[src/source/chroni_pkg.sv]
package chroni_pkg;

   localparam int vram_addr_w = 17;
   typedef logic [vram_addr_w-1:0] vram_addr_t;

   localparam int text_columns = 4;
   typedef logic [1:0] col_idx_t;
   typedef logic [4:0] pixel_x_t;
   typedef logic [3:0] color_t;

   localparam int vram_read_latency = 2;   // address to data, in cycles
   localparam int font_rows = 8;

   // register window at 0x900x
   localparam logic [11:0] reg_window_base = 12'h900;
   localparam logic [3:0]  reg_dl_lo     = 4'd0;
   localparam logic [3:0]  reg_dl_hi     = 4'd1;
   localparam logic [3:0]  reg_vram_lo   = 4'd6;
   localparam logic [3:0]  reg_vram_mid  = 4'd7;
   localparam logic [3:0]  reg_vram_hi   = 4'd8;
   localparam logic [3:0]  reg_vram_data = 4'd9;

   localparam logic [3:0] dl_end = 4'd1;
   localparam int dl_lms_bit = 6;

   typedef struct packed {
      logic [15:0] addr;
      logic [7:0]  data;
   } cpu_write_t;

   typedef struct packed {
      vram_addr_t addr;
      logic [7:0] data;
   } vram_write_t;

   typedef struct packed {
      logic [7:0] bits;
      color_t     on_color;
      color_t     off_color;
      pixel_x_t   x;
   } font_job_t;

   typedef struct packed {
      pixel_x_t x;
      color_t   color;
   } pixel_t;

endpackage

[src/source/chroni_registers.sv]
`timescale 1ns/1ps

module chroni_registers (
   input  logic                    sys_clk,
   input  logic                    rst,
   input  chroni_pkg::cpu_write_t  cpu_wr,
   input  logic                    cpu_wr_en,
   output chroni_pkg::vram_addr_t  dl_base,
   output chroni_pkg::vram_write_t vram_wr,
   output logic                    vram_wr_en
);
   import chroni_pkg::*;

   logic [15:0] dl_hold;      // display list base bits 16..1
   vram_addr_t  port_addr;
   logic        reg_sel;

   assign reg_sel = cpu_wr_en && (cpu_wr.addr[15:4] == reg_window_base);
   assign dl_base = {dl_hold, 1'b0};   // list always starts on an even address

   always_ff @(posedge sys_clk) begin
      if (rst) begin
         dl_hold <= '0;
         port_addr <= '0;
         vram_wr_en <= 1'b0;
      end else begin
         vram_wr_en <= 1'b0;
         if (reg_sel) begin
            case (cpu_wr.addr[3:0])
               reg_dl_lo:    dl_hold[7:0] <= cpu_wr.data;
               reg_dl_hi:    dl_hold[15:8] <= cpu_wr.data;
               reg_vram_lo:  port_addr[7:0] <= cpu_wr.data;
               reg_vram_mid: port_addr[15:8] <= cpu_wr.data;
               reg_vram_hi:  port_addr[16] <= cpu_wr.data[0];
               reg_vram_data: begin
                  vram_wr.addr <= port_addr;
                  vram_wr.data <= cpu_wr.data;
                  vram_wr_en <= 1'b1;
                  port_addr <= port_addr + 1'b1;   // wraps at the top of vram
               end
               default: ;
            endcase
         end
      end
   end

endmodule

[config.mk]
export PLATFORM = sky130hd
export DESIGN_NAME = chroni_registers
export DESIGN_NICKNAME = d
export VERILOG_FILES = /design/src/source/chroni_pkg.sv /design/src/source/chroni_registers.sv
export SDC_FILE = /design/constraint.sdc
export NUM_CORES = 1
export LEC_CHECK = 0
export BUFFER_PORTS_ARGS = -buffer_cell sky130_fd_sc_hd__buf_4
export CORE_MARGIN = 2
export CORE_UTILIZATION = 55
export DETAILED_ROUTE_END_ITERATION = 6
export HOLD_SLACK_MARGIN = 0.02
export PLACE_DENSITY = 0.83
export SETUP_SLACK_MARGIN = 0.05
export SYNTH_ARGS = -nofsm -noshare
export SYNTH_HDL_FRONTEND = slang
export SYNTH_SLANG_ARGS = --single-unit
[constraint.sdc]
create_clock -name sys_clk -period 9.01 [get_ports sys_clk]
set_input_delay 0.4505 -clock sys_clk [delete_from_list [all_inputs] [get_ports sys_clk]]
set_output_delay 0.4505 -clock sys_clk [all_outputs]
set_load 0.005 [all_outputs]
Word-level counts from Yosys, hierarchy flattened
Cells that the tools add are included.

Eq/ne operators: 6. Reduce and logical (&&, ||, !) cells: 12. Bitwise logic cells: 2. Mux-type cells: 4. $lt $le $gt $ge: 0. Multiply operators: 0. Div/mod/pow operators: 0. Shift operators: 0. Add/subtract/negate cells: 1.

Operator list (count): $pmux 8 s2 (2); $add 17x1->17 const B (1); $eq 12x12->1 const B (1); $reduce_and 2->1 (5); $eq 4x3->1 const B (2); $eq 4x4->1 const B (2); $reduce_bool 2->1 (3); $eq 4x1->1 const B (1); $logic_not 4->1 (1); $reduce_and 3->1 (1); $not 1->1 (2); $pmux 1 s2 (1); $reduce_or 2->1 (1); $logic_and 1x1->1 (1); $mux 1 (1).

Bits in latches: 0. Memory bits (read-only): 0. Memories: 0. Flip-flop bits (word level): 59. Input port bits: 27. Bits in writable memories: 0.

Depth between registers and ports, before layout
Word-level depth: 4. Depth in mapped cells: 7. Depth with buffers taken out: 6.

Worst setup path after synthesis
No wires, ideal clock.

Path type: input port to flip-flop. From: in cpu_wr[13] (netlist name). To: reg vram_wr[0] (netlist name), enable pin. Library setup time: 0.438 ns. Path slack: 5.654 ns. Path buffers: 0. Arrival time: 2.918 ns. Required time: 8.572 ns. Cell stages on the path: 3. Cell sequence: nor4_1 nand4_2 nor3_1.

Cells in the longest elaborated chain, start to end: 3.

Ends and longest elaborated chain: start, declared (RTL line chroni_registers.sv:6) `input chroni_pkg::cpu_write_t cpu_wr,`; $eq 12x12->1 (RTL line chroni_registers.sv:18) `assign reg_sel = cpu_wr_en && (cpu_wr.addr[15:4] == reg_window_base);`; $logic_and 1x1->1 (RTL line chroni_registers.sv:18); $reduce_and 3->1 (no line); end, declared (RTL line chroni_registers.sv:9) `output chroni_pkg::vram_write_t vram_wr,`.

Every way passes these cells. A chain may end at the register's enable or synchronous reset.

Final worst setup path
From: reg port_addr[0]. To: reg port_addr[16].

Cells in the longest elaborated chain, start to end: 2.

Ends and longest elaborated chain: start, declared (RTL line chroni_registers.sv:15) `vram_addr_t port_addr;`; start signal, assigned (RTL line chroni_registers.sv:32) `reg_vram_lo: port_addr[7:0] <= cpu_wr.data;`; start signal, assigned (RTL line chroni_registers.sv:39) `port_addr <= port_addr + 1'b1;`; $add 17x1->17 (RTL line chroni_registers.sv:39); $pmux 1 s2 (RTL line chroni_registers.sv:29) `case (cpu_wr.addr[3:0])`.

Every way passes these cells.

==> reports/metrics.yaml <==
sta:
  final.setup.tns_ns: 0
  setup_violations: 0
  fin_crit_sh_pct: 26.1
  hold_viol_final: 0
  min_period_ns: 2.35
  slew_violations: 0
  max_freq_ghz: 0.425
  finalClockSkew_ns: 0.00929
  rsz0062_at_grt: "false"
  maxSlewHeadroom_pct: 33.1
  fin_ws_ns: 6.66
  tightestPinTransition_ns: 0.990
detailed_routing:
  final_antenna_net_count: 0
  vias: 2158
  drt_first_pass_iters: 4
  wl_per_cell_um: 16.0
  routed_wl_um: 5950
  via_per_inst: 5.80
  drt_first_iter_violations: 253
  route.detailed.drc: 0
logic_synthesis:
  netlist_instances: 246
  synth_compound_area_share_pct: 13.2
  synth_top_family_by_area: "simple AND/OR/NAND/NOR gates"
  synthAdderAreaFrac_pct: 0.494
  synth_cell_types: 44
  synth_nets: 274
  syn_area_um2: 2530
  yosysWarnings: 0
  synth-xor-area-share_pct: 0
  ys_ff_latch: 59
  muxShareOfSynthArea_pct: 6.33
  synth-simple-area-share_pct: 21.2
  synth_area_per_cell_um2: 10.3
  yosysSeqAreaShare_pct: 56.5
global_routing:
  use_met2_pct: 41.7
  antenna_found_initial: 0
  grt_usage_pct: 25.3
  grt_pass1_vias: 2109
  grt_max_degree: 39
  grt_overflow_total: 0
  top_usage_layer: "met2"
  grt_pass1_wl_um: 9930
  grtUsageMet3_pct: 4.78
  grt_util_met1_pct: 31.7
die:
  ios: 70
  row_count: 24
  initial_core_util_pct: 57.7
  die_h_um: 71.8
  core_um2: 4380
  die_w_um: 71.8
  dieArea_um2: 5160
critical_path:
  cp-end-kind: "register"
  crit_path_start_kind: "register"
  cp_data_arrival_time_ns: 2.63
  r2r_slack_ns: 6.66
  path_max_fanout: 7
  critPathKind: "register to register"
  required_ns: 9.28
final_layout:
  fillerInstances: 305
  antenna_cells: 0
  final_nets: 343
  multi_input_area_um2: 1050
  drive_gt1_share_pct: 30.0
  regArea_um2: 1430
  synthToLayoutAreaGrowth_pct: 30.9
placed_design:
  port_buffers: 68
  gp_congestion: 0.858
  pre_cts_slack_ns: 6.36
  detailed_place_hpwl_um: 4160
worst_hold_path:
  hp-class: "primary input to register"
cts:
  clockBufferDepth: 2
  cts_tree: "done"
  cts_hold_buffers: 0
  cts_setup_buffers: 0
  ctsResizeCount: 0
  worstSkewPairLatency_ns: 0.34
  cts_root_buffer: "clkbuf_8"
  cts_buffers: 9
  path_clk_slew_ns: 0.07
  clkSinkCount: 59
  htree_levels: 3
flow_run:
  cap_violations: 0
power:
  power_density_nw_per_um2: 174
  vdd_ir_drop_max_mv: 0.124
  p_leak_nw: 1.22
outcome:
  status: "complete, no violations"
worst max-delay path: stages, from the launching register on:
cell     delay, ns
dfxtp_1       0.47
ha_1          0.29
nand3_2       0.13
or4_4         0.57
or4_1         0.47
and4_1        0.21
nor3_2        0.14
synthesized netlist by cell type (all sizes together):
| cell type | n | area, µm² |
|---|---|---|
| dfxtp | 34 | 681 |
| nor2 | 31 | 116 |
| edfxtp | 25 | 751 |
| nand2 | 24 | 92.6 |
| a21oi | 18 | 90.1 |
| mux2i | 16 | 160 |
| o21ai | 16 | 80.1 |
| clkbuf | 10 | 38.8 |
| nand3 | 9 | 50.1 |
| nor3 | 8 | 67.6 |
| a31oi | 6 | 37.5 |
| nand4 | 6 | 43.8 |
| o31ai | 6 | 45.0 |
| and2 | 4 | 25.0 |
| o41ai | 4 | 35.0 |
| a21o | 3 | 22.5 |
| and3 | 2 | 12.5 |
| and4 | 2 | 17.5 |
| buf | 2 | 11.3 |
| nor2b | 2 | 12.5 |
| or2 | 2 | 12.5 |
| or4 | 2 | 18.8 |
| a311oi | 1 | 8.76 |
| and3b | 1 | 8.76 |
| and4b | 1 | 10.0 |
| conb | 1 | 3.75 |
| ha | 1 | 12.5 |
| inv | 1 | 3.75 |
| nand2b | 1 | 6.26 |
| nand4bb | 1 | 11.3 |
| nor3b | 1 | 7.51 |
| nor4 | 1 | 6.26 |
| nor4bb | 1 | 10.0 |
| o211ai | 1 | 7.51 |
| o21a | 1 | 7.51 |
| or3 | 1 | 6.26 |
final cells by class:
cell class / count / share of cell area (%)
Inverter: 1 / 0.113
Timing Repair Buffer: 70 / 15.9
Clock buffer: 12 / 5.66
Clock inverter: 4 / 1.51
Tap cell: 52 / 1.96
Sequential cell: 59 / 43.2
Multi-Input combinational cell: 174 / 31.7
metal layers:
metal | wire length (µm) | share of wire (%)
met5 | 0 | 0
met3 | 338 | 5.7
met4 | 165 | 2.8
met2 | 2960 | 50
met1 | 2490 | 42
flip-flops by register name (all words and copies together) (netlist names):
signal / count
dl_hold: 16
vram_wr_en: 1
port_addr: 17
vram_wr: 25
cells by family after synthesis:
family,count (synthesis)
buffers and inverters,13
adder cells (fa/ha/maj),1
AND/OR/NAND/NOR,100
multiplexers,16
flip-flops,59
other,1
AO/OA/AOI/OAI,56
metrics by stage:
stage / area, µm² / hold WS (ns) / utilization, % / total power (W) / std cells
2_1_floorplan: 2530 / 0.407 / - / 0.000293 / 246
4_1_cts: 3310 / 0.307 / 75.6 / 0.000578 / 372
3_3_place_gp: 3080 / 0.461 / 70.2 / 0.000306 / 356
6_report: 3310 / 0.319 / 75.6 / 0.000578 / 372
3_5_place_dp: 3080 / 0.463 / 70.2 / 0.000306 / 356
5_1_grt: 3310 / 0.306 / 75.6 / 0.000593 / 372
cell usage in the layout (no fill, tap or decap), types with 3 or more instances in the layout:
cell type | synthesis | final
o31ai_1 | 6 | 6
a21oi_1 | 18 | 18
buf_4 | 1 | 70
o21ai_0 | 16 | 16
a31oi_1 | 6 | 6
and2_1 | 4 | 4
o41ai_1 | 4 | 4
nor2_1 | 31 | 31
nor3_1 | 5 | 4
nand4_1 | 5 | 5
mux2i_1 | 16 | 16
edfxtp_1 | 25 | 25
nand2_1 | 23 | 23
clkbuf_8 | 0 | 10
dfxtp_1 | 34 | 34
nand3_1 | 8 | 8
a21o_1 | 3 | 3
worst paths after layout:
path / start / end / cells past startpoint
max reg2reg: port_addr[0] / port_addr[16] / 6
min: cpu_wr[4] / vram_wr[4] / 1
min reg2reg: port_addr[14] / vram_wr[22] / 0
max: port_addr[0] / port_addr[16] / 6
power breakdown:
group	total, W	switching (W)	internal (W)
Sequential	0.000277	0.00000000260	0.000277
Combinational	0.0000236	0.0000127	0.0000109
Clock	0.000277	0.000108	0.000169
Total	0.000578	0.000121	0.000457
(Power assumes the default switching activity.)
