$ cat src/source/chroni_pkg.sv
package chroni_pkg;

   localparam int vram_addr_w = 17;
   typedef logic [vram_addr_w-1:0] vram_addr_t;

   localparam int text_columns = 4;
   typedef logic [1:0] col_idx_t;
   typedef logic [4:0] pixel_x_t;
   typedef logic [3:0] color_t;

   localparam int vram_read_latency = 2;   // address to data, in cycles
   localparam int font_rows = 8;

   // register window at 0x900x
   localparam logic [11:0] reg_window_base = 12'h900;
   localparam logic [3:0]  reg_dl_lo     = 4'd0;
   localparam logic [3:0]  reg_dl_hi     = 4'd1;
   localparam logic [3:0]  reg_vram_lo   = 4'd6;
   localparam logic [3:0]  reg_vram_mid  = 4'd7;
   localparam logic [3:0]  reg_vram_hi   = 4'd8;
   localparam logic [3:0]  reg_vram_data = 4'd9;

   localparam logic [3:0] dl_end = 4'd1;
   localparam int dl_lms_bit = 6;

   typedef struct packed {
      logic [15:0] addr;
      logic [7:0]  data;
   } cpu_write_t;

   typedef struct packed {
      vram_addr_t addr;
      logic [7:0] data;
   } vram_write_t;

   typedef struct packed {
      logic [7:0] bits;
      color_t     on_color;
      color_t     off_color;
      pixel_x_t   x;
   } font_job_t;

   typedef struct packed {
      pixel_x_t x;
      color_t   color;
   } pixel_t;

endpackage

$ cat src/source/display_list_processor.sv
`timescale 1ns/1ps

module display_list_processor (
   input  logic                   sys_clk,
   input  logic                   rst,
   input  logic                   frame_start,
   input  logic                   line_start,
   input  chroni_pkg::vram_addr_t dl_base,
   input  logic [7:0]             rd_data,
   output chroni_pkg::vram_addr_t dl_rd_addr,
   output logic                   dl_reading,
   output logic                   row_render,
   output chroni_pkg::vram_addr_t text_base,
   output chroni_pkg::vram_addr_t attr_base,
   output logic                   lms_loaded
);
   import chroni_pkg::*;

   typedef enum logic [2:0] {
      dl_idle,
      dl_read,
      dl_wait,
      dl_lms,
      dl_lms_wait,
      dl_exec
   } dl_state_t;

   dl_state_t  state;
   logic [3:0] lines_left;   // scanlines still owed by the current row
   logic       ended;
   logic       lms_pend;
   logic [2:0] lms_part;
   logic [1:0] wait_cnt;

   // dl_rd_addr doubles as the list pointer and is presented in the read states
   assign dl_reading = (state != dl_idle) && (state != dl_exec);

   always_ff @(posedge sys_clk) begin
      row_render <= 1'b0;
      lms_loaded <= 1'b0;
      if (rst) begin
         text_base <= '0;
         attr_base <= '0;
      end
      if (rst || frame_start) begin
         state <= dl_idle;
         dl_rd_addr <= dl_base;
         lines_left <= '0;
         ended <= 1'b0;
         lms_pend <= 1'b0;
      end else if (line_start && state == dl_idle) begin
         if (lines_left != '0) begin
            lines_left <= lines_left - 1'b1;
            row_render <= 1'b1;
         end else if (!ended) begin
            state <= dl_read;
         end
      end else begin
         case (state)
            dl_read, dl_lms: begin
               dl_rd_addr <= dl_rd_addr + 1'b1;
               wait_cnt <= 2'(vram_read_latency - 1);
               state <= (state == dl_read) ? dl_wait : dl_lms_wait;
            end
            dl_wait:
               if (wait_cnt != '0) begin
                  wait_cnt <= wait_cnt - 1'b1;
               end else if (rd_data[3:0] == dl_end) begin
                  ended <= 1'b1;
                  state <= dl_idle;
               end else if (rd_data[dl_lms_bit]) begin
                  lms_part <= '0;
                  state <= dl_lms;
               end else begin
                  state <= dl_exec;
               end
            dl_lms_wait:
               if (wait_cnt != '0) begin
                  wait_cnt <= wait_cnt - 1'b1;
               end else begin
                  case (lms_part)   // little endian, text base then attr base
                     3'd0: text_base[7:0] <= rd_data;
                     3'd1: text_base[15:8] <= rd_data;
                     3'd2: text_base[16] <= rd_data[0];
                     3'd3: attr_base[7:0] <= rd_data;
                     3'd4: attr_base[15:8] <= rd_data;
                     default: attr_base[16] <= rd_data[0];
                  endcase
                  lms_part <= lms_part + 1'b1;
                  if (lms_part == 3'd5) begin
                     lms_pend <= 1'b1;
                     state <= dl_exec;
                  end else begin
                     state <= dl_lms;
                  end
               end
            dl_exec: begin
               row_render <= 1'b1;
               lms_loaded <= lms_pend;
               lms_pend <= 1'b0;
               lines_left <= 4'(font_rows - 1);   // first scanline goes out now
               state <= dl_idle;
            end
            default: ;
         endcase
      end
   end

endmodule

$ cat config.mk
export PLATFORM = sky130hd
export DESIGN_NAME = display_list_processor
export DESIGN_NICKNAME = d
export VERILOG_FILES = /design/src/source/chroni_pkg.sv /design/src/source/display_list_processor.sv
export SDC_FILE = /design/constraint.sdc
export NUM_CORES = 1
export LEC_CHECK = 0
export BUFFER_PORTS_ARGS = -buffer_cell sky130_fd_sc_hd__buf_2
export CORE_ASPECT_RATIO = 0.9
export CORE_MARGIN = 3
export CORE_UTILIZATION = 55
export CTS_BUF_LIST = sky130_fd_sc_hd__clkbuf_2
export DETAILED_ROUTE_END_ITERATION = 7
export GPL_TIMING_DRIVEN = 0
export PLACE_DENSITY_LB_ADDON = 0.2
export SLEW_MARGIN = 40
export SYNTH_ARGS = -nofsm -noshare
export SYNTH_HDL_FRONTEND = slang
export SYNTH_SLANG_ARGS = --single-unit
$ cat constraint.sdc
create_clock -name sys_clk -period 3.1 [get_ports sys_clk]
set_clock_uncertainty 0.15 [all_clocks]
set_input_delay 0.31 -clock sys_clk [delete_from_list [all_inputs] [get_ports sys_clk]]
set_output_delay 0.31 -clock sys_clk [all_outputs]
set_load 0.1 [all_outputs]
Word level (Yosys, flattened, before mapping)
Cells that the tools add are included.
- register bits after elaboration: 67
- latch bits: 0
- RAM bits: 0
- ROM bits: 0
- input port bits: 29
- output and inout port bits: 54
- logic and storage cells: 113
- memories: 0
- $add $sub $neg: 4
- $mul: 0
- divide/modulo/power cells: 0
- magnitude comparators: 0
- eq/ne operators: 24
- shift-type cells: 0
- multiplexer cells: 45
- bitwise gates (word level): 4
- reductions and logical operators: 25
- operators with widths (cell ; count):
    two-way mux 17 bit ; 13
    two-way mux 3 bit ; 13
    two-way mux 8 bit ; 4
    adder 17 x 1 -> 17 bit (second input constant) ; 1
    inequality test 2 bit (second input constant) ; 8
    == test 3 x 2 -> 1 bit (second input constant) ; 4
    == test 3 bit (second input constant) ; 4
    two-way mux 4 bit ; 3
    case mux 3 bit (4 select lines) ; 1
    AND reduction 4 bit ; 3
    nonzero test 2 bit ; 6
    inequality test 3 bit (second input constant) ; 3
    two-way mux 1 bit ; 7
    AND reduction 7 bit ; 1
    == test 3 x 1 -> 1 bit (second input constant) ; 2
    logical NOT 3 bit ; 2
    case mux 3 bit (2 select lines) ; 1
    AND reduction 5 bit ; 1
    nonzero test 5 bit ; 1
    OR reduction 5 bit ; 1
    == test 4 x 1 -> 1 bit (second input constant) ; 1
    inequality test 2 x 1 -> 1 bit (second input constant) ; 2
    inverter 1 bit ; 4
    case mux 2 bit (2 select lines) ; 1
    12 further kinds ; 15

Depth between registers and ports, before layout
- depth in word-level cells: 7
- gate-level depth with buffers: 7
- gate-level depth less buffers: 6

Least setup slack after synthesis
No wires, ideal clock.
- kind: reg-to-reg
- start: register state[0]
- end: register dl_rd_addr[0], enable pin
- setup time: 415 ps
- arrival time: 1996 ps
- required time: 2535 ps
- setup slack: 539 ps
- cell stages (with the launch flop): 4
- path buffers: 1
- clock period less this slack: 2561 ps
- cell sequence: dfxtp_1 buf_2 inv_1 o21ai_0
- longest elaborated chain between the ends: 4
- elaborated cells between the ends (all ways): 8
- classes of those cells: eq/ne: 3; reduce/logical: 5
- ends and longest elaborated chain (element ; line ; source):
    start, declared ; display_list_processor.sv:28 ; dl_state_t state;
    start signal, assigned ; display_list_processor.sv:46 ; state <= dl_idle;
    start signal, assigned ; display_list_processor.sv:56 ; state <= dl_read;
    start signal, assigned ; display_list_processor.sv:63 ; state <= (state == dl_read) ? dl_wait : dl_lms_wait;
    == test 3 x 1 -> 1 bit, or another cell as far along ; display_list_processor.sv:59 ; case (state)
    OR reduction 2 bit / logical AND 1 bit (equally long branches) ; display_list_processor.sv:59, display_list_processor.sv:51 ;
    nonzero test 2 bit (no line) / inequality test 2 bit (equally long branches) ; n/a ;
    AND reduction 2 bit (no line) (*) ; n/a ;
    end signal, assigned ; display_list_processor.sv:47 ; dl_rd_addr <= dl_base;
    end signal, assigned ; display_list_processor.sv:61 ; dl_rd_addr <= dl_rd_addr + 1'b1;
    end, declared ; display_list_processor.sv:10 ; output chroni_pkg::vram_addr_t dl_rd_addr,
Mark *: on every way between the ends. The rest lies on a longest branch, timed or not.
A chain may end at the register's enable or synchronous reset.

Worst setup path in the final report
- start: register state[1]
- end: output dl_reading
- longest elaborated chain between the ends: 2
- elaborated cells between the ends (all ways): 3
- classes of those cells: eq/ne: 1; reduce/logical: 2
- ends and longest elaborated chain (element ; line ; source):
    inequality test 3 bit / nonzero test 3 bit (equally long branches) ; display_list_processor.sv:36 ; assign dl_reading = (state != dl_idle) && (state != dl_exec);
    logical AND 1 bit (*) ; display_list_processor.sv:36 ;
    end, declared ; display_list_processor.sv:11 ; output logic dl_reading,
Marked as above.

==> results.py <==
metrics = {
    "status": {
        "status": "complete, no violations",
    },
    "synth": {
        "synth-seq-cells": 67,
        "netlist.area_leader.share": 0.272,
        "syn_area_per_cell_um2": 10.3,
        "async_reset_ff_frac": 0,
        "netlist_area_mm2": 0.00332,
        "synth_top_cells_by_area": "dfxtp_1 (27%), edfxtp_1 (20%), mux2_1 (11%), nor2b_1 (6.6%), ha_1 (3.4%)",
        "syn_inst": 321,
        "synth_nets": 359,
        "ys_warn_count": 0,
        "ys_types": 50,
        "yosys.area.top_type": "dfxtp_1",
        "ys.flop_type": "dfxtp_1",
        "yosysSeqAreaShare": 0.471,
        "synth_edf_count": 22,
    },
    "die": {
        "ios": 83,
        "die_w_um": 87.9,
        "start_util": 0.576,
        "row_count": 26,
        "die_area_mm2": 0.00700,
        "core_area_mm2": 0.00576,
        "die_h_um": 79.7,
    },
    "sta": {
        "rsz0062_at_grt": "no",
        "finalCriticalPeriod_ns": 2.49,
        "tightest_slew_ns": 0.624,
        "finalMaxSlewViolations": 0,
        "hold_viol_final": 0,
        "setup_viol": 0,
        "max_freq_ghz": 0.401,
        "period_share": 0.805,
        "slew_headroom": 0.583,
        "fin_ws_ns": 0.606,
    },
    "cts": {
        "cts_tree": "done",
        "cts_buffer_depth": 2,
        "cts-buffers-inserted": 9,
        "root_buffer": "clkbuf_2",
        "cts.clk_slew.worst_paths_ns": 0.18,
        "cts.sinks": 67,
        "clock_latency_ns": 0.51,
        "htreeDepth": 3,
        "cts_resized": 0,
    },
    "placed_design": {
        "hpwl_um": 5680,
        "port-buffer-count": 81,
        "dp_slack_ns": 0.994,
        "place_congestion": 0.829,
    },
    "worst_hold_path": {
        "hold_class": "in2reg",
        "whs_endpoint": "state[2]$_SDFFE_PN0P_",
        "min-delay-start": "frame_start",
        "hold_path_depth": 4,
    },
    "route": {
        "maxUsedRoutingLayer": "met4",
        "drt-total-wl_um": 7960,
        "drcViolationCount": 0,
        "routed_via_density": 5.55,
        "vias": 2843,
        "wl_per_cell_um": 15.5,
        "dr_wl_met2_um": 3810,
        "dr.pass1.iters": 5,
        "dr_wl_met3_um": 478,
        "drtAntennaViolNets": 0,
        "m1WireLength_um": 3560,
        "drt_iter0_markers": 122,
    },
    "power": {
        "p_int_mw": 1.38,
        "power_density_mw_per_mm2": 480,
        "switching_share": 0.319,
        "p_total_mw": 2.03,
        "pwr-share-comb": 0.187,
        "power_frac_seq": 0.480,
        "p_leak_nw": 1.91,
        "ir_drop_mv": 0.378,
        "clockPowerShare": 0.333,
        "netSwitchingPower_mw": 0.646,
    },
    "grt": {
        "grt_overflow": 0,
        "grt_pass1_wl_um": 13400,
        "first_global_vias": 2915,
        "grt_usage": 0.244,
        "antenna_found_initial": 0,
        "grt_start_max_net_pins": 18,
    },
    "setup_path": {
        "start_kind": "flop",
        "crit_type": "reg2out",
        "crit_required_ns": 2.64,
        "crit_arrival_ns": 2.03,
        "reg2reg_depth": 6,
        "reg2reg_slack_ns": 0.95,
        "crit_path_end_kind": "primary output",
        "critPathMaxFanout": 10,
        "r2r_start": "wait_cnt[1]$_SDFFCE_PN0P_",
        "r2r-end": "text_base[13]$_DFF_P_",
    },
    "layout": {
        "nFillCells": 421,
        "multiInputGateArea_mm2": 0.00166,
        "finalNetCount": 475,
        "drive_gt1_frac": 0.260,
        "seqCellArea_mm2": 0.00156,
        "syn2layout_area_growth_pct": 27.3,
        "antenna_cells": 0,
    },
    "flow_run": {
        "drv_cap": 0,
    },
}
critical path, stage by stage, from the launching register on:
cell and delay, ns:
dfxtp_1 0.34, buf_2 0.21, clkbuf_1 0.36, o21bai_1 0.17, buf_2 0.44
routing by layer:
| layer | track usage | vias up |
|---|---|---|
| li1 | - | 1389 |
| met1 | 0.305 | 1338 |
| met2 | 0.402 | 100 |
| met3 | 0.0743 | 16 |
| met4 | 0.0767 | 0 |
| met5 | 0 | - |
power by group through the flow:
| stage | clock network [mW] | registers (mW) | logic, mW |
|---|---|---|---|
| 6_report | 0.675 | 0.973 | 0.379 |
| 5_1_grt | 0.723 | 0.978 | 0.402 |
| 4_1_cts | 0.679 | 0.972 | 0.378 |
| 3_5_place_dp | 0 | 0.991 | 0.353 |
| 3_3_place_gp | 0 | 0.989 | 0.347 |
| 2_1_floorplan | 0 | 1.16 | 0.107 |
kinds of logic (layout without fill, tap and decap cells):
group	Yosys count	in the layout	share of synthesized area
AO/OA/AOI/OAI	52	52	0.0996
XOR/XNOR	10	10	0.0264
adder cells (fa/ha/maj)	9	9	0.0340
buffers and inverters	25	146	0.0309
flip-flops	67	67	0.471
multiplexers	34	34	0.115
AND/OR/NAND/NOR	124	124	0.223
area by class of cell:
cell class,instances,area share
multi-input combinational,229,0.394
sequential,67,0.370
timing repair buffer,105,0.153
clock inverter,7,0.0273
tap,70,0.0207
buffer,15,0.0154
clock buffer,9,0.0107
inverter,10,0.00889
flip-flops by register name, summed over array words and instances, names as in the netlist:
signal,flops
attr_base,17
dl_rd_addr,17
ended,1
lines_left,4
lms_loaded,1
lms_part,3
lms_pend,1
row_render,1
state,3
text_base,17
wait_cnt,2
through the flow:
step	util	std cells	cell area (um2)	setup TNS (ns)	hold slack, ns
3_3_place_gp	0.662	472	3810	-2.93	0.296
4_1_cts	0.733	512	4220	0	0.0201
5_1_grt	0.733	512	4220	0	0.0189
3_5_place_dp	0.664	472	3820	0	0.319
2_1_floorplan	-	321	3320	0	0.279
6_report	0.733	512	4220	0	0.0418
cells in the mapped netlist (all sizes together) (2+ instances only):
library cell,number
nor2,19
nand2,24
clkbuf,10
o21bai,2
a21oi,6
nor4b,2
and2,2
dfxtp,45
or4,4
buf,5
nand2b,3
nand3,9
ha,9
edfxtp,22
xnor2,2
a211oi,2
inv,10
mux2,33
a221oi,2
nand4,3
nor3b,3
nor3,3
o21ai,20
or3,3
and4,4
a31oi,9
nor2b,35
o31ai,4
and3,6
xor2,8
what timing repair did:
item,4_1_cts,5_1_grt
hold endpoints to repair,49,0
hold buffers,24,0
buffers inserted,0,0
placed cells by master, fill, tap and decap left out, types with 3 or more instances in the layout:
cell type      instances
nand2_1               21
and3_1                 6
ha_1                   9
mux2_1                33
nand2_2                3
nand2b_1               3
buf_2                 85
edfxtp_1              22
o31ai_1                4
bufinv_16              3
nor2_1                17
xor2_1                 8
or3_1                  3
or4_1                  4
dfxtp_1               45
inv_1                 10
nor3_1                 3
clkbuf_2               9
and4_1                 3
clkbuf_1              10
a31oi_1                9
dlygate4sd3_1         24
nor2b_1               35
nand4_1                3
nand3_1                8
o21ai_0               17
a21oi_1                6
worst max path at each step:
stage	slack (ns)	endpoint	startpoint
2_1_floorplan	0.54	dl_rd_addr[0]$_DFFE_PP_	state[0]$_SDFFE_PN0P_
3_3_place_gp	-0.17	dl_rd_addr[13]$_DFFE_PP_	state[0]$_SDFFE_PN0P_
3_5_place_dp	0.99	text_base[13]$_DFF_P_	wait_cnt[0]$_SDFFCE_PN1P_
4_1_cts	0.63	dl_reading	state[1]$_SDFFE_PN0P_
5_1_grt	0.47	dl_reading	state[1]$_SDFFE_PN0P_
6_report	0.61	dl_reading	state[1]$_SDFFE_PN0P_
Note: power is estimated with default switching activity, not from simulation.
