File: src/source/chroni_pkg.sv
package chroni_pkg;

   localparam int vram_addr_w = 17;
   typedef logic [vram_addr_w-1:0] vram_addr_t;

   localparam int text_columns = 4;
   typedef logic [1:0] col_idx_t;
   typedef logic [4:0] pixel_x_t;
   typedef logic [3:0] color_t;

   localparam int vram_read_latency = 2;   // address to data, in cycles
   localparam int font_rows = 8;

   // register window at 0x900x
   localparam logic [11:0] reg_window_base = 12'h900;
   localparam logic [3:0]  reg_dl_lo     = 4'd0;
   localparam logic [3:0]  reg_dl_hi     = 4'd1;
   localparam logic [3:0]  reg_vram_lo   = 4'd6;
   localparam logic [3:0]  reg_vram_mid  = 4'd7;
   localparam logic [3:0]  reg_vram_hi   = 4'd8;
   localparam logic [3:0]  reg_vram_data = 4'd9;

   localparam logic [3:0] dl_end = 4'd1;
   localparam int dl_lms_bit = 6;

   typedef struct packed {
      logic [15:0] addr;
      logic [7:0]  data;
   } cpu_write_t;

   typedef struct packed {
      vram_addr_t addr;
      logic [7:0] data;
   } vram_write_t;

   typedef struct packed {
      logic [7:0] bits;
      color_t     on_color;
      color_t     off_color;
      pixel_x_t   x;
   } font_job_t;

   typedef struct packed {
      pixel_x_t x;
      color_t   color;
   } pixel_t;

endpackage

File: src/source/text_line_fetcher.sv
`timescale 1ns/1ps

module text_line_fetcher (
   input  logic                   sys_clk,
   input  logic                   rst,
   input  logic                   frame_start,
   input  logic                   row_render,
   input  chroni_pkg::vram_addr_t text_base,
   input  chroni_pkg::vram_addr_t attr_base,
   input  logic                   lms_loaded,
   input  logic [7:0]             rd_data,
   output chroni_pkg::vram_addr_t fetch_rd_addr,
   output chroni_pkg::font_job_t  job,
   output logic                   job_valid,
   input  logic                   ser_busy
);
   import chroni_pkg::*;

   typedef enum logic [2:0] {
      f_idle,
      f_load,
      f_font,
      f_wait,
      f_issue
   } fetch_state_t;

   fetch_state_t state;
   vram_addr_t   row_text;
   vram_addr_t   row_attr;
   logic [2:0]   font_scan;
   col_idx_t     col;
   logic [3:0]   ld_cnt;
   logic [3:0]   ld_idx;
   logic [1:0]   wait_cnt;
   logic [7:0]   text_buf [text_columns];
   logic [7:0]   attr_buf [text_columns];

   // slot whose byte comes back this cycle, text slots first
   assign ld_idx = ld_cnt - 4'(vram_read_latency + 1);

   always_ff @(posedge sys_clk) begin
      job_valid <= 1'b0;
      if (rst || frame_start) begin
         state <= f_idle;
         font_scan <= '0;
         row_text <= text_base;
         row_attr <= attr_base;
      end else if (row_render) begin
         if (lms_loaded) begin
            row_text <= text_base;
            row_attr <= attr_base;
         end
         col <= '0;
         ld_cnt <= '0;
         state <= (font_scan == '0) ? f_load : f_font;   // buffers only refill on scanline 0
      end else begin
         case (state)
            f_load: begin
               // one address per cycle, reads overlap
               if (ld_cnt < 4'(2 * text_columns))
                  fetch_rd_addr <= (ld_cnt[2] ? row_attr : row_text) + vram_addr_t'(ld_cnt[1:0]);
               if (ld_cnt >= 4'(vram_read_latency + 1)) begin
                  if (ld_idx[2])
                     attr_buf[ld_idx[1:0]] <= rd_data;
                  else
                     text_buf[ld_idx[1:0]] <= rd_data;
               end
               if (ld_cnt == 4'(2 * text_columns + vram_read_latency))
                  state <= f_font;
               ld_cnt <= ld_cnt + 1'b1;
            end
            f_font: begin
               fetch_rd_addr <= vram_addr_t'({text_buf[col], font_scan});
               wait_cnt <= 2'(vram_read_latency);
               state <= f_wait;
            end
            f_wait:
               if (wait_cnt == '0) begin
                  job.bits <= rd_data;
                  job.on_color <= attr_buf[col][3:0];
                  job.off_color <= attr_buf[col][7:4];
                  job.x <= {col, 3'b000};
                  state <= f_issue;
               end else begin
                  wait_cnt <= wait_cnt - 1'b1;
               end
            f_issue:
               if (!ser_busy) begin
                  job_valid <= 1'b1;
                  if (col == col_idx_t'(text_columns - 1)) begin
                     font_scan <= font_scan + 1'b1;
                     if (font_scan == 3'(font_rows - 1)) begin   // next text row
                        row_text <= row_text + vram_addr_t'(text_columns);
                        row_attr <= row_attr + vram_addr_t'(text_columns);
                     end
                     state <= f_idle;
                  end else begin
                     col <= col + 1'b1;
                     state <= f_font;
                  end
               end
            default: ;
         endcase
      end
   end

endmodule

File: config.mk
export PLATFORM = sky130hd
export DESIGN_NAME = text_line_fetcher
export DESIGN_NICKNAME = d
export VERILOG_FILES = /design/src/source/chroni_pkg.sv /design/src/source/text_line_fetcher.sv
export SDC_FILE = /design/constraint.sdc
export NUM_CORES = 1
export LEC_CHECK = 0
export BUFFER_PORTS_ARGS = -buffer_cell sky130_fd_sc_hd__clkbuf_2
export CAP_MARGIN = 20
export CORE_MARGIN = 8
export CORE_UTILIZATION = 55
export CTS_CLUSTER_DIAMETER = 150
export DETAILED_ROUTE_END_ITERATION = 8
export PLACE_DENSITY_LB_ADDON = 0.1
export SLEW_MARGIN = 20
export SYNTH_ARGS = -nofsm -noshare
export SYNTH_HDL_FRONTEND = slang
export SYNTH_SLANG_ARGS = --single-unit
File: constraint.sdc
create_clock -name sys_clk -period 7.5 [get_ports sys_clk]
set_input_delay 1.5 -clock sys_clk [delete_from_list [all_inputs] [get_ports sys_clk]]
set_output_delay 1.5 -clock sys_clk [all_outputs]
set_load 0.005 [all_outputs]
After elaboration in Yosys (flattened, before gate mapping)
Memories as Yosys holds them, arrays and structs flattened. A register that Yosys moved wholly into a read port is not among the register bits.
Index checks and enable logic that the tools add are counted.
{ "classes": {"add_sub_neg": 8, "order_cmp": 2, "n_eq_ne": 16, "muxes": 45, "n_bitwise": 4, "reduce_logical": 20} }
{ "ops": {"columns": ["op", "n"], "rows": [
  ["$mux 17", 16],
  ["$add 17x3->17 const B", 2],
  ["$pmux 17 s2", 1],
  ["$reduce_and 4->1", 6],
  ["$add 17x2->17", 1],
  ["$mux 2", 8],
  ["$mux 1", 13],
  ["$mux 3", 4],
  ["$pmux 3 s4", 1],
  ["$ne 3x3->1 const B", 3],
  ["$reduce_bool 3->1", 3],
  ["$ne 2x2->1 const B", 4],
  ["$reduce_bool 2->1", 4],
  ["$eq 3x2->1 const B", 2],
  ["$eq 3x3->1 const B", 2],
  ["$reduce_and 5->1", 1],
  ["$reduce_bool 5->1", 1],
  ["$add 4x1->4 const B", 1],
  ["$eq 4x4->1 const B", 1],
  ["$ge 4x2->1 const B", 1],
  ["$lt 4x4->1 const B", 1],
  ["$mux 4", 1],
  ["$not 1->1", 4],
  ["$pmux 2 s2", 1],
  ["other kinds (13)", 13]
]} }
{ "totals": {"regBits": 76, "ramBits": 64, "inputBits": 48, "out_inout_bits": 39, "elab_cells": 108, "memories": 2} }
{ "mem_list": {"columns": ["memory", "words", "width", "read_ports", "rd_clocked_by_memory_dff", "wr", "line", "text"], "rows": [
  ["attr_buf", 4, 8, 1, 1, 1, "text_line_fetcher.sv:36", "logic [7:0] attr_buf [text_columns];"],
  ["text_buf", 4, 8, 1, 1, 1, "text_line_fetcher.sv:35", "logic [7:0] text_buf [text_columns];"]
]} }

Depth between registers and ports, before layout
{ "logic_depth": {"depth_word": 7, "ltp_mapped": 11, "mapped_depth_nobuf": 8} }

Worst setup path after synthesis
Ideal clock, no wire load.
{ "synth_timing": {"kind": "input to register", "start": "in ser_busy", "end": "reg row_attr[10] (enable)", "setup_time_ns": 0.423, "t_arrival_ns": 3.956, "t_required_ns": 7.077, "path_slack_ns": 3.120, "cell_stages": 4, "path_buffers": 1, "cell_sequence": "or4b_4 -> or3b_1 -> buf_2 -> o21bai_1"} }
{ "synth_between": {"elab_chain_len": 2} }
{ "synth_rtl": {"columns": ["item", "line", "text"], "rows": [
  ["start, declared", "text_line_fetcher.sv:15", "input logic ser_busy"],
  ["$ne 3x2->1 (no line)", null, null],
  ["$reduce_and 5->1 (no line)", null, null],
  ["end signal, assigned", "text_line_fetcher.sv:47", "row_attr <= attr_base;"],
  ["end signal, assigned", "text_line_fetcher.sv:51", "row_attr <= attr_base;"],
  ["end signal, assigned", "text_line_fetcher.sv:94", "row_attr <= row_attr + vram_addr_t'(text_columns);"],
  ["end, declared", "text_line_fetcher.sv:29", "vram_addr_t row_attr;"]
]} }
No other way between the ends.
A chain may end at the register's enable or synchronous reset.

Final worst setup path
{ "layout_timing": {"start": "in row_render", "end": "reg fetch_rd_addr[10] (enable)"} }
{ "layout_between": {"elab_chain_len": 2} }
{ "layout_rtl": {"columns": ["item", "line", "text"], "rows": [
  ["start, declared", "text_line_fetcher.sv:7", "input logic row_render,"],
  ["$not 1->1 (no line)", null, null],
  ["$reduce_and 4->1 (no line)", null, null],
  ["end signal, assigned", "text_line_fetcher.sv:61", "fetch_rd_addr <= (ld_cnt[2] ? row_attr : row_text) + vram_addr_t'(ld_cnt[1:0]);"],
  ["end signal, assigned", "text_line_fetcher.sv:73", "fetch_rd_addr <= vram_addr_t'({text_buf[col], font_scan});"],
  ["end, declared", "text_line_fetcher.sv:12", "output chroni_pkg::vram_addr_t fetch_rd_addr,"]
]} }
No other way between the ends.

==> parameters.txt <==
Parameter                              Value

Critical path
  Maximum net fanout on the critical path ... 59
  Category of the worst setup path launch point ... primary input
  Register-to-register path setup slack ... 4680 ps
  Buffers and inverters on the worst path ... 2
  Critical Path, Cell by Cell ... clkbuf_2, or3_1, buf_4, a21oi_2
  Number of cells traversed by the worst register-to-register path ... 8
  Start of the worst register-to-register path ... ld_cnt[2]$_SDFFCE_PP0P_
  Worst path slowest cell ... sky130_fd_sc_hd__a21oi_2
  Highest cell delay on the worst timing path ... 750 ps
  Kind of cell adding the most delay to the critical path ... compound AO/OA/AOI/OAI gates
  Data arrival time at the worst-slack endpoint ... 3170 ps
  Worst Path Required ... 7540 ps
  Type of destination of the critical path ... register
  Critical Setup Path Class ... primary input to register
  End of the worst register-to-register path ... fetch_rd_addr[16]$_SDFFCE_PP0P_

Logic synthesis
  Xor and xnor fraction of the mapped netlist area ... 3.66%
  Number of flip-flops and latches in the synthesized netlist ... 150
  Count of cell types in the netlist ... 61
  Cell types occupying the most area after synthesis ... sky130_fd_sc_hd__edfxtp_1 (59%), sky130_fd_sc_hd__mux4_2 (5.0%), sky130_fd_sc_hd__nand2_1 (3.6%), sky130_fd_sc_hd__dfxtp_1 (2.5%), sky130_fd_sc_hd__o21ai_0 (2.3%)
  Cell area after technology mapping ... 7180 um2
  Proportion of synthesized chip area in sequential cells ... 61.5%
  Simple logic cell fraction of the synthesized area ... 14.1%
  Leading area contributor after synthesis ... sky130_fd_sc_hd__edfxtp_1
  Top cells by instance count after synthesis ... sky130_fd_sc_hd__edfxtp_1 (141), sky130_fd_sc_hd__nand2_1 (68), sky130_fd_sc_hd__nor2_1 (33), sky130_fd_sc_hd__o21ai_0 (33), sky130_fd_sc_hd__clkbuf_1 (21)
  Compound-Gate Fraction of Synth Area ... 6.99%
  Async set-or-reset flop fraction in the synthesized netlist ... 0%
  Mean cell area of the mapped netlist ... 13.0 um2
  Portion of netlist area occupied by mux cells ... 8.21%
  Combinational family with the most area after synthesis ... simple AND/OR/NAND/NOR gates
  Most used flip-flop cell after synthesis ... sky130_fd_sc_hd__edfxtp_1
  Top-area cell type share of the netlist area ... 59.0%
  Adder and majority gate portion of the synthesized area ... 2.55%
  Number of enable-type register cells in the synthesized netlist ... 141
  Cell with the most instances after synthesis ... sky130_fd_sc_hd__edfxtp_1
  Yosys warning total ... 0
  Mapped Cells ... 551

Clock network
  Hold-fix buffer count after cts ... 0
  TritonCTS clock tree ... done
  Setup repair bufs after CTS ... 0
  Clock network latency to the later pin of the worst-skew pair ... 420 ps
  Post-cts resize count ... 0
  Number of buffers added by the clock tree synthesis step ... 17
  Library cell used as clock root buffer ... sky130_fd_sc_hd__clkbuf_16
  H-tree Lvls ... 4
  Maximum clock path buffer count ... 2
  TritonCTS Sinks ... 150
  Clock transition at the registers of the reported paths ... 60 ps

Placement
  Number of buffer cells added on primary ports ... 83
  GPL Wtd Cong ... 0.863
  Post-detailed-placement half-perimeter wirelength ... 10800 um
  Placement Setup Slack ... 3930 ps
  Number of placed instances with taps included ... 778

Power and ir drop
  Maximum ir drop on the vdd rail ... 257 uV
  Static Leakage ... 3.06 nW
  Cell Pwr Density ... 237 nW/um2

Die
  Die Footprint ... 17000 um2
  Die Y ... 130 um
  Number of top-level pins ... 87
  Core area ... 12700 um2
  Die boundary width ... 130 um
  Initial core utilization ... 56.6%
  Placement row count ... 41

Global routing
  Global-route usage over all layers ... 18.9%
  Global route total overflow ... 0
  Number of antenna violations at the first check in global routing ... 0
  Largest net degree at the start of global routing ... 60
  Number of global-route vias before repair ... 4627
  First-pass GRT wire length ... 23900 um

STA
  Min setup slack post-route ... 4370 ps
  Setup clock skew after layout ... 8.30 ps
  Post-route fraction of the period consumed by the critical path ... 41.7%
  Unrepaired setup endpoints after global routing ... no
  Measured slew at the worst slew-check pin ... 1080 ps
  Final Hold Violating Endpoints ... 0
  Time the final worst path needs with I/O delays and setup ... 3130 ps
  Slew margin rel. ... 27.7%
  Aggregate negative setup slack ... 0 ps
  Number of setup violations in the final report ... 0
  Fin. max-slew vios ... 0
  Worst hold slack ... 587 ps
  Achievable clock frequency ... 319 MHz

Routing
  Count of vias placed by the detailed router ... 4603
  Detailed router's first-iteration violation count ... 411
  Highest metal layer with signal wires ... met4
  DRT antenna net count ... 0
  Final Routed Wirelength ... 15400 um
  Total iterations of the first detailed-routing run ... 5
  Length of routed wiring on met1 ... 6720 um
  Mean routed wirelength per cell ... 19.0 um
  DRC ... 0
  Number of vias per cell ... 5.68
  Met2 routed WL ... 7740 um
  Met3 Routed Length ... 725 um

Min path
  HP Start ... font_scan[1]$_SDFFE_PP0P_
  Kind of path behind the tightest hold check ... register to register
  Worst Hold End ... font_scan[1]$_SDFFE_PP0P_
  Number of cells on the worst hold path ... 2

Finish
  Final-stage net count ... 687
  Area delta synth->final ... 15.6%
  Count of fill cells added during filler insertion ... 991
  Utilization after layout ... 65.5%
  Proportion of layout cells with a drive suffix above 1 ... 24.5%
  Count of placed standard cells in the final layout, fillers left out ... 810
  Antenna fix cells ... 0

Status
  Run status ... completed

Flow run
  Number of violations of the max-capacitance limit ... 0
-- flip-flops by register name (all words and copies together) (netlist names), named ones only --
register / flops
text_buf: 32
row_text: 17
job_valid: 1
row_attr: 17
col: 2
ld_cnt: 4
fetch_rd_addr: 17
font_scan: 3
wait_cnt: 2
job: 18
state: 3
attr_buf: 32
-- worst reg2reg max path, cell delays in order, from the launching register on --
cell and delay (ps):
sky130_fd_sc_hd__edfxtp_1 460, sky130_fd_sc_hd__mux2_2 280, sky130_fd_sc_hd__ha_1 160, sky130_fd_sc_hd__inv_1 60, sky130_fd_sc_hd__fa_1 490, sky130_fd_sc_hd__nand4b_1 270
sky130_fd_sc_hd__o32a_4 280, sky130_fd_sc_hd__nor4_1 430, sky130_fd_sc_hd__mux2i_1 140
-- placed cells by master, fill, tap and decap left out, drive strengths merged, types with 13 or more instances in the layout --
master  count
inv        21
nand2      68
xnor2      17
clkbuf    100
nor2       33
mux2i      15
mux4       16
xor2       13
nand3      14
edfxtp    141
ha         13
o21ai      33
and2       16
-- how the worst max path moves through the flow --
| stage | startpoint | end | slack (ps) | cells after the start |
|---|---|---|---|---|
| global route | row_render | fetch_rd_addr[13]$_SDFFCE_PP0P_ | 4260 | 4 |
| detailed placement | row_render | fetch_rd_addr[10]$_DFFE_PP_ | 3930 | 4 |
| finish | row_render | fetch_rd_addr[10]$_DFFE_PP_ | 4370 | 4 |
| global placement | row_render | fetch_rd_addr[8]$_DFFE_PP_ | 3990 | 4 |
| floorplan | ser_busy | row_attr[10]$_DFFE_PP_ | 3120 | 4 |
| CTS | row_render | fetch_rd_addr[6]$_DFFE_PP_ | 4380 | 4 |
-- cell type report --
type	instances	area, um2	share of cell area [%]
clock buffers	17	425	5.13
clock inverters	15	175	2.11
inverters	12	45.0	0.543
multi-input cells	357	2570	31.0
flip-flops and latches	150	4410	53.2
well taps	172	215	2.59
repair buffers	87	445	5.37
-- layer usage --
layer	track usage, %	vias up
li1	-	2210
met1	23.4	2252
met2	32.0	123
met3	4.90	18
met4	5.94	0
met5	0	-
-- where the power goes --
part           switching, mW  total (mW)  internal, mW
Sequential            0.0348       0.978         0.943
Combinational         0.0768       0.138        0.0611
Clock                  0.378       0.854         0.476
Total                  0.489        1.97          1.48
-- kinds of logic after synthesis --
logic type / count (synthesis)
and+or+nand+nor: 195
DFF: 150
AOI/OAI and AO/OA: 77
buffers and inverters: 46
muxes: 38
xor gates and xnor gates: 30
adders and majority gates: 14
other: 1
-- metrics by stage --
stage / power [mW] / cell area [um2]
detailed placement: 1.13 / 7690
finish: 1.97 / 8300
global route: 2.03 / 8300
global placement: 1.13 / 7690
floorplan: 1.08 / 7180
CTS: 1.98 / 8300
Power figures use the tool's default switching activity.
